`config.mk`:
```
export PLATFORM = sky130hd
export DESIGN_NAME = mul_unit_top
export DESIGN_NICKNAME = d
export VERILOG_FILES = /design/src/hdl/mul_pkg.sv /design/src/hdl/mul_issue.sv /design/src/hdl/mul_operand_prep.sv /design/src/hdl/mul_partial.sv /design/src/hdl/mul_combine.sv /design/src/hdl/mul_unit_top.sv
export SDC_FILE = /design/constraint.sdc
export NUM_CORES = 2
export LEC_CHECK = 0
export ABC_CLOCK_PERIOD_IN_PS = 12830
export BUFFER_PORTS_ARGS = -buffer_cell sky130_fd_sc_hd__buf_2
export CAP_MARGIN = 20
export CORE_AREA = 2 2 250 499
export DETAILED_ROUTE_END_ITERATION = 12
export DIE_AREA = 0 0 252 501
export MAX_ROUTING_LAYER = met4
export SETUP_SLACK_MARGIN = 0.05
export SLEW_MARGIN = 20
export SYNTH_ARGS = -nofsm -noshare
export SYNTH_HDL_FRONTEND = slang
export SYNTH_SLANG_ARGS = --single-unit
```
`constraint.sdc`:
```
create_clock -name clk -period 12.83 [get_ports clk]
set_input_delay 1.283 -clock clk [delete_from_list [all_inputs] [get_ports clk]]
set_output_delay 1.283 -clock clk [all_outputs]
set_load 0.02 [all_outputs]
```
`src/hdl/mul_pkg.sv`:
```
/*
 shared widths and stage records of the RV32M multiply unit
 widths are fixed by the RV32 ISA, nothing here is meant to be retuned
 */

package mul_pkg;

    // ISA widths
    localparam int XLEN        = 32;
    localparam int REG_ADDR_W  = 5;
    localparam int COMMIT_ID_W = 4;

    // multiplier split point, low half of the operand is unsigned
    localparam int SPLIT_W   = 16;
    // 33x16 signed by unsigned
    localparam int PART_LO_W = XLEN + 1 + SPLIT_W;
    // 33x17 signed by signed
    localparam int PART_HI_W = 2 * (XLEN + 1) - SPLIT_W;
    // full product of two 33-bit operands
    localparam int PROD_W    = 2 * (XLEN + 1);

    typedef enum logic [1:0] {
        OP_MUL,
        OP_MULH,
        OP_MULHSU,
        OP_MULHU
    } mul_op_e;

    // sideband carried through every stage
    typedef struct packed {
        logic [REG_ADDR_W-1:0]  rd;
        logic [COMMIT_ID_W-1:0] cid;
        // high word select, every op but MUL
        logic                   hi_sel;
    } mul_tag_t;

    // issued request, operands already after the bypass select
    typedef struct packed {
        mul_op_e                op;
        logic [XLEN-1:0]        op1;
        logic [XLEN-1:0]        op2;
        logic [REG_ADDR_W-1:0]  rd;
        logic [COMMIT_ID_W-1:0] cid;
    } mul_req_t;

    // stage 1 output, operands extended to 33 bits
    typedef struct packed {
        logic signed [XLEN:0] a;
        logic signed [XLEN:0] b;
        mul_tag_t             tag;
    } mul_prep_t;

    // stage 2 output, the two partial products
    typedef struct packed {
        logic signed [PART_LO_W-1:0] lo;
        logic signed [PART_HI_W-1:0] hi;
        mul_tag_t                    tag;
    } mul_part_t;

    // write-back record
    typedef struct packed {
        logic [XLEN-1:0]        data;
        logic [REG_ADDR_W-1:0]  rd;
        logic [COMMIT_ID_W-1:0] cid;
    } mul_wb_t;

endpackage

```
`src/hdl/mul_issue.sv`:
```
/*
 issue front end with a one-entry holding buffer
 a stalled strobe is dropped here, upstream must repeat it next cycle
 kill only suppresses a new issue, it does not flush the buffer
 */

module mul_issue (
    input  logic                              clk,
    input  logic                              rst_n,
    input  logic                              advance_i,
    input  logic                              req_mul_i,
    input  logic                              int_assert_i,
    input  logic                              op_mul_i,
    input  logic                              op_mulh_i,
    input  logic                              op_mulhsu_i,
    input  logic                              op_mulhu_i,
    input  logic [mul_pkg::XLEN-1:0]          reg1_rdata_i,
    input  logic [mul_pkg::XLEN-1:0]          reg2_rdata_i,
    input  logic [mul_pkg::XLEN-1:0]          alu_bypass_i,
    input  logic                              pass_op1_i,
    input  logic                              pass_op2_i,
    input  logic [mul_pkg::REG_ADDR_W-1:0]    reg_waddr_i,
    input  logic [mul_pkg::COMMIT_ID_W-1:0]   commit_id_i,
    output logic                              mul_stall_o,
    output logic                              req_valid_o,
    output mul_pkg::mul_req_t                 req_o
);

    import mul_pkg::*;

    logic     live;
    mul_op_e  new_op;
    mul_req_t new_req;
    logic     buf_valid;
    mul_req_t buf_req;
    logic     buf_fill;

    // interrupt kills the strobe
    assign live = req_mul_i & ~int_assert_i;

    // one-hot flags to op code
    always_comb begin
        case ({op_mulhu_i, op_mulhsu_i, op_mulh_i, op_mul_i})
            4'b0010: new_op = OP_MULH;
            4'b0100: new_op = OP_MULHSU;
            4'b1000: new_op = OP_MULHU;
            default: new_op = OP_MUL;
        endcase
    end

    // bypass select happens at capture, buffer holds final operands
    always_comb begin
        new_req.op  = new_op;
        new_req.op1 = pass_op1_i ? alu_bypass_i : reg1_rdata_i;
        new_req.op2 = pass_op2_i ? alu_bypass_i : reg2_rdata_i;
        new_req.rd  = reg_waddr_i;
        new_req.cid = commit_id_i;
    end

    // full and draining, or empty and blocked
    assign buf_fill = live & (buf_valid == advance_i);

    always_ff @(posedge clk or negedge rst_n) begin
        if (!rst_n) begin
            buf_valid <= 1'b0;
        end else if (buf_valid && advance_i) begin
            // buffered item leaves, a new one may take its place
            buf_valid <= live;
        end else if (buf_fill) begin
            buf_valid <= 1'b1;
        end
    end

    // payload only
    always_ff @(posedge clk) begin
        if (buf_fill) begin
            buf_req <= new_req;
        end
    end

    // buffer always goes first to keep issue order
    assign req_valid_o = buf_valid | live;
    assign req_o       = buf_valid ? buf_req : new_req;

    // full, blocked and another live issue, that one is refused
    assign mul_stall_o = buf_valid & live & ~advance_i;

    a_op_onehot: assert property (@(posedge clk) disable iff (!rst_n)
        req_mul_i |-> $onehot({op_mul_i, op_mulh_i, op_mulhsu_i, op_mulhu_i}));

    // a full buffer keeps its item while the pipe is blocked
    a_buf_hold: assert property (@(posedge clk) disable iff (!rst_n)
        buf_valid && !advance_i |=> buf_valid && $stable(buf_req));

endmodule

```
`src/hdl/mul_operand_prep.sv`:
```
/*
 stage 1, extends both operands to 33 bits
 sign rules follow RV32M, MULHU and MUL use zero extension
 */

module mul_operand_prep (
    input  logic               clk,
    input  logic               rst_n,
    input  logic               advance_i,
    input  logic               valid_i,
    input  mul_pkg::mul_req_t  req_i,
    output logic               valid_o,
    output mul_pkg::mul_prep_t prep_o
);

    import mul_pkg::*;

    logic      sign1;
    logic      sign2;
    mul_prep_t prep_d;

    // op1 signed for MULH and MULHSU
    assign sign1 = (req_i.op == OP_MULH) | (req_i.op == OP_MULHSU);
    // op2 signed for MULH only
    assign sign2 = (req_i.op == OP_MULH);

    always_comb begin
        // extra top bit is the sign or zero
        prep_d.a = {sign1 & req_i.op1[XLEN-1], req_i.op1};
        prep_d.b = {sign2 & req_i.op2[XLEN-1], req_i.op2};
        prep_d.tag.rd     = req_i.rd;
        prep_d.tag.cid    = req_i.cid;
        // low word only for plain MUL
        prep_d.tag.hi_sel = (req_i.op != OP_MUL);
    end

    // stage valid
    always_ff @(posedge clk or negedge rst_n) begin
        if (!rst_n) begin
            valid_o <= 1'b0;
        end else if (advance_i) begin
            valid_o <= valid_i;
        end
    end

    // stage payload
    always_ff @(posedge clk) begin
        if (advance_i) begin
            prep_o <= prep_d;
        end
    end

endmodule

```
`src/hdl/mul_partial.sv`:
```
/*
 stage 2, two partial products from a split multiplier
 low part treats b[15:0] as unsigned, high part b[32:16] as signed
 */

module mul_partial (
    input  logic               clk,
    input  logic               rst_n,
    input  logic               advance_i,
    input  logic               valid_i,
    input  mul_pkg::mul_prep_t prep_i,
    output logic               valid_o,
    output mul_pkg::mul_part_t part_o
);

    import mul_pkg::*;

    logic signed [XLEN:0]         mcand;
    // zero extended low half of the multiplier
    logic signed [SPLIT_W:0]      mplier_lo;
    // signed upper 17 bits
    logic signed [XLEN-SPLIT_W:0] mplier_hi;
    logic signed [PART_LO_W-1:0]  lo_prod;
    logic signed [PART_HI_W-1:0]  hi_prod;
    mul_part_t                    part_d;

    assign mcand     = prep_i.a;
    assign mplier_lo = $signed({1'b0, prep_i.b[SPLIT_W-1:0]});
    assign mplier_hi = $signed(prep_i.b[XLEN:SPLIT_W]);

    // both fit their widths without overflow
    assign lo_prod = mcand * mplier_lo;
    assign hi_prod = mcand * mplier_hi;

    always_comb begin
        part_d.lo  = lo_prod;
        part_d.hi  = hi_prod;
        part_d.tag = prep_i.tag;
    end

    // stage valid
    always_ff @(posedge clk or negedge rst_n) begin
        if (!rst_n) begin
            valid_o <= 1'b0;
        end else if (advance_i) begin
            valid_o <= valid_i;
        end
    end

    // stage payload
    always_ff @(posedge clk) begin
        if (advance_i) begin
            part_o <= part_d;
        end
    end

    // a blocked pipe neither drops nor creates items in the middle stage
    a_valid_hold: assert property (@(posedge clk) disable iff (!rst_n)
        !advance_i |=> $stable(valid_o));

endmodule

```
`src/hdl/mul_combine.sv`:
```
/*
 stage 3, sums the partials and drives the write-back record
 the record holds while write-back is blocked
 */

module mul_combine (
    input  logic               clk,
    input  logic               rst_n,
    input  logic               advance_i,
    input  logic               valid_i,
    input  mul_pkg::mul_part_t part_i,
    output logic               valid_o,
    output mul_pkg::mul_wb_t   wb_o
);

    import mul_pkg::*;

    logic signed [PROD_W-1:0] prod;
    logic [XLEN-1:0]          word;
    mul_wb_t                  wb_d;

    // lo + (hi << 16), both sign extended to the full product width
    assign prod = part_i.lo + (part_i.hi <<< SPLIT_W);

    // high or low word of the 64-bit result
    assign word = part_i.tag.hi_sel ? prod[2*XLEN-1:XLEN] : prod[XLEN-1:0];

    always_comb begin
        wb_d.data = word;
        wb_d.rd   = part_i.tag.rd;
        wb_d.cid  = part_i.tag.cid;
    end

    // stage valid, doubles as register write enable
    always_ff @(posedge clk or negedge rst_n) begin
        if (!rst_n) begin
            valid_o <= 1'b0;
        end else if (advance_i) begin
            valid_o <= valid_i;
        end
    end

    // stage payload
    always_ff @(posedge clk) begin
        if (advance_i) begin
            wb_o <= wb_d;
        end
    end

    // held result must reach write-back unchanged
    a_wb_stable: assert property (@(posedge clk) disable iff (!rst_n)
        valid_o && !advance_i |=> valid_o && $stable(wb_o));

endmodule

```
`src/hdl/mul_unit_top.sv`:
```
/*
 RV32M multiply unit, issue buffer plus three-stage pipeline
 latency is 3 cycles without back-pressure, results leave in issue order
 */

module mul_unit_top (
    input  logic                            clk,
    input  logic                            rst_n,
    input  logic                            wb_ready_i,
    input  logic                            req_mul_i,
    input  logic                            op_mul_i,
    input  logic                            op_mulh_i,
    input  logic                            op_mulhsu_i,
    input  logic                            op_mulhu_i,
    input  logic [mul_pkg::XLEN-1:0]        reg1_rdata_i,
    input  logic [mul_pkg::XLEN-1:0]        reg2_rdata_i,
    input  logic [mul_pkg::XLEN-1:0]        alu_bypass_i,
    input  logic                            pass_op1_i,
    input  logic                            pass_op2_i,
    input  logic [mul_pkg::REG_ADDR_W-1:0]  reg_waddr_i,
    input  logic [mul_pkg::COMMIT_ID_W-1:0] commit_id_i,
    input  logic                            int_assert_i,
    output logic                            mul_stall_o,
    output logic                            reg_we_o,
    output mul_pkg::mul_wb_t                wb_o
);

    import mul_pkg::*;

    logic      advance;
    logic      req_valid;
    mul_req_t  req;
    logic      prep_valid;
    mul_prep_t prep;
    logic      part_valid;
    mul_part_t part;
    logic      comb_valid;

    // whole pipe freezes only when a finished result is not taken
    assign advance  = ~(comb_valid & ~wb_ready_i);
    assign reg_we_o = comb_valid;

    mul_issue u_issue (
        .clk          (clk),
        .rst_n        (rst_n),
        .advance_i    (advance),
        .req_mul_i    (req_mul_i),
        .int_assert_i (int_assert_i),
        .op_mul_i     (op_mul_i),
        .op_mulh_i    (op_mulh_i),
        .op_mulhsu_i  (op_mulhsu_i),
        .op_mulhu_i   (op_mulhu_i),
        .reg1_rdata_i (reg1_rdata_i),
        .reg2_rdata_i (reg2_rdata_i),
        .alu_bypass_i (alu_bypass_i),
        .pass_op1_i   (pass_op1_i),
        .pass_op2_i   (pass_op2_i),
        .reg_waddr_i  (reg_waddr_i),
        .commit_id_i  (commit_id_i),
        .mul_stall_o  (mul_stall_o),
        .req_valid_o  (req_valid),
        .req_o        (req)
    );

    mul_operand_prep u_prep (
        .clk       (clk),
        .rst_n     (rst_n),
        .advance_i (advance),
        .valid_i   (req_valid),
        .req_i     (req),
        .valid_o   (prep_valid),
        .prep_o    (prep)
    );

    mul_partial u_part (
        .clk       (clk),
        .rst_n     (rst_n),
        .advance_i (advance),
        .valid_i   (prep_valid),
        .prep_i    (prep),
        .valid_o   (part_valid),
        .part_o    (part)
    );

    mul_combine u_comb (
        .clk       (clk),
        .rst_n     (rst_n),
        .advance_i (advance),
        .valid_i   (part_valid),
        .part_i    (part),
        .valid_o   (comb_valid),
        .wb_o      (wb_o)
    );

endmodule

```
==> impl_metrics.env <==
export IMPL_hold_path_end="u_comb.wb_o[0]"
export IMPL_hold_depth=0
export IMPL_worstPathRequired_ns=13.15
export IMPL_slowest_delay_ns=0.87
export IMPL_cts_resized=0
export IMPL_cts_path_max_buffers=3
export IMPL_worstSkewPairLatency_ns=0.61
export IMPL_crit_type="flop to flop"
export IMPL_status="complete, no violations"
export IMPL_netlist_area_um2=51200
export IMPL_netlist_instances=5201
export IMPL_worst_setup_path_end_kind="flop"
export IMPL_ant_nets=0
export IMPL_hold_path_class="flop to flop"
export IMPL_worst_slew_pin_transition_ns=1.05
export IMPL_tritoncts="done"
export IMPL_post_route_drc_count=0
export IMPL_synth_edf_count=299
export IMPL_crit_fanout=27
export IMPL_io_pins=159
export IMPL_pre_cts_ws_ns=5.28
export IMPL_grt_pass1_wl_um=226000
export IMPL_startpoint_type="flop"
export IMPL_cts_clk_slew_worst_paths_ns=0.06
export IMPL_fp_dieW_um=252
export IMPL_start_util=0.418
export IMPL_dr_pass1_iters=6
export IMPL_synthArstFlopShare=0.0132
export IMPL_die_y_um=501
export IMPL_syn_to_final_growth_pct=7.13
export IMPL_first_global_vias=40500
export IMPL_synth_flop_cell="edfxtp_1"
export IMPL_htreeDepth=2
export IMPL_cts_sinks=303
export IMPL_setup_violations=0
export IMPL_vias_per_cell=5.32
export IMPL_antenna_found_initial=5
export IMPL_fin_crit_ns=7.61
export IMPL_worst_slack_ns=5.22
export IMPL_io_buffers=158
export IMPL_finalSetupTns_ns=0
export IMPL_drv_slew=0
export IMPL_ys_warn_count=0
export IMPL_syn_area_per_cell_um2=9.84
export IMPL_synthDistinctLibCells=77
export IMPL_max_freq_mhz=131
export IMPL_grt_overflow=0
export IMPL_core_um2=123000
export IMPL_synthesis_nets=6618
export IMPL_vias=36300
export IMPL_postCtsSetupBuffers=0
export IMPL_worstPathCellList="clkinv_1 -> nor2_1 -> fa_1 -> fa_1 -> fa_1 -> fa_1 -> fa_1 -> inv_1 -> fa_1 -> inv_1 -> ha_1 -> and3_1 -> and4_1 -> a21oi_1 -> o211ai_1 -> or4_1 -> o22ai_2 -> o31a_1 -> nor3b_1 -> a211o_1"
export IMPL_fin_nets=6643
export IMPL_reg2reg_slack_ns=5.22
export IMPL_drv_cap=0
export IMPL_wirelength_um=142000
export IMPL_dr_first_iter_drc_count=2299
export IMPL_grt_total_usage=0.240
export IMPL_die_area_um2=126000
export IMPL_synth_seq_cells=303
export IMPL_cp_data_arrival_time_ns=7.93
export IMPL_seq_area_frac_synth=0.177
export IMPL_rr_endpoint="u_part.part_o[54]"
export IMPL_clock_root_buffer="clkbuf_16"
export IMPL_hold_violations=0
export IMPL_gp_congestion=0.951
export IMPL_num_rows=182
export IMPL_cts_hold_fix_buffers=0
export IMPL_ff2ff_path_depth=20
export IMPL_cts_buffers=34
export IMPL_grt_max_degree=76
export IMPL_routedWlPerCell_um=20.9
export IMPL_hpwl_um=108000
export IMPL_hold_path_startpoint="u_part.part_o[1]"
export IMPL_slew_headroom=0.299
export IMPL_crit_slowest_cell="clkinv_1"
export IMPL_fin_crit_sh=0.593
export IMPL_r2r_start="u_prep.prep_o[42]"
export IMPL_path_common_cell="fa_1"
export IMPL_grt_setup_unrepaired="false"
export IMPL_drive_gt1_frac=0.0880
export IMPL_fillers=11800
export IMPL_clock_skew_ns=0.0510
state kept, by name, summed over array words and instances (netlist names):
name / cells
u_prep.valid_o: 1
u_part.part_o: 107
u_part.valid_o: 1
u_issue.buf_valid: 1
u_issue.buf_req: 75
u_prep.prep_o: 76
u_comb.wb_o: 41
u_comb.valid_o: 1
layout by cell type (no fill, tap or decap), types with 17 or more instances in the layout:
cell          n
mux2_2      149
nand2_1     705
edfxtp_1    299
xor2_1       37
buf_4        72
buf_2       158
nor2_1      109
nor2b_1      17
xnor2_1      99
clkbuf_16    34
fa_1       1021
nor3_1       27
and2_1      438
o21bai_1     20
nand3_1      36
a21o_1       70
nand2b_1     29
o21a_1       17
o21ai_0      77
inv_1      1193
ha_1        280
a211oi_1     17
a21oi_1     133
a31oi_1      18
through the flow:
step	util	std cells	area, um^2	hold WS, ns
6_report	0.447	6821	54800	0.417
2_1_floorplan	-	5201	51200	0.400
3_3_place_gp	0.437	6754	53600	0.402
4_1_cts	0.447	6816	54800	0.414
3_5_place_dp	0.437	6754	53600	0.405
5_1_grt	0.447	6821	54800	0.424
final cells by class:
| class | count | area [um^2] | share of cell area |
|---|---|---|---|
| antenna | 5 | 12.5 | 0.000228 |
| clock buffer | 41 | 897 | 0.0164 |
| clock inverter | 21 | 340 | 0.00621 |
| inverter | 1195 | 4490 | 0.0818 |
| multi-input combinational | 3462 | 36700 | 0.670 |
| sequential | 303 | 9080 | 0.166 |
| tap | 1564 | 1960 | 0.0357 |
| timing repair buffer | 230 | 1330 | 0.0243 |
worst max-delay path by stage:
stage	depth (start not counted)	start	to
4_1_cts	20	u_prep.prep_o[42]	u_part.part_o[54]
6_report	20	u_prep.prep_o[42]	u_part.part_o[54]
3_3_place_gp	21	u_prep.prep_o[12]	u_part.part_o[107]
3_5_place_dp	20	u_prep.prep_o[42]	u_part.part_o[54]
5_1_grt	20	u_prep.prep_o[42]	u_part.part_o[54]
2_1_floorplan	3	wb_ready_i	u_issue.buf_req[0]
critical path, delay by kind of cell (launching register included):
kind / cells / cell delay [ns]
AND/OR/NAND/NOR: 5 / 1.54
adder cells (fa/ha/maj): 7 / 3.20
buffers and inverters: 3 / 0.96
AO/OA/AOI/OAI: 5 / 1.11
flip-flops: 1 / 0.50
routing by layer:
metal | vias to the layer above | global-route usage | share of wire | routed length, um
met3 | 443 | 0.0216 | 0.040 | 5750
met4 | 0 | 0.119 | 0.057 | 8090
met5 | - | - | 0 | 0
li1 | 15800 | - | - | -
met1 | 18900 | 0.262 | 0.37 | 53000
met2 | 1161 | 0.434 | 0.53 | 75600
synth_stat cells, types with 9 or more instances:
cell,instances,share of area
a21o_1,70,0.010
nand3_1,36,0.0035
edfxtp_1,299,0.18
nand4_1,9,0.0011
o21bai_1,20,0.0029
mux2_2,149,0.033
fa_1,1021,0.40
xor2_1,37,0.0063
xnor2_1,99,0.017
nor3_1,27,0.0026
and2_1,438,0.054
clkbuf_1,230,0.017
nand2_1,705,0.052
a211oi_1,17,0.0025
o211ai_1,11,0.0016
buf_1,11,0.00081
nand2b_1,30,0.0037
ha_1,280,0.068
a21oi_1,133,0.013
o31ai_1,14,0.0021
and3_1,14,0.0017
nor2b_1,17,0.0021
inv_1,1194,0.088
a31oi_1,18,0.0022
o21ai_0,77,0.0075
nor2_1,110,0.0081
o21a_1,17,0.0025
cells by family after synthesis:
logic type | share of synthesized area
adders and majority gates | 0.468
DFF | 0.177
xor gates and xnor gates | 0.0233
AOI/OAI and AO/OA | 0.0598
buffers and inverters | 0.105
muxes | 0.0336
and+or+nand+nor | 0.133
Power is not shown: default switching activity piles up to over one toggle a cycle in this logic, so the estimate is an artifact.
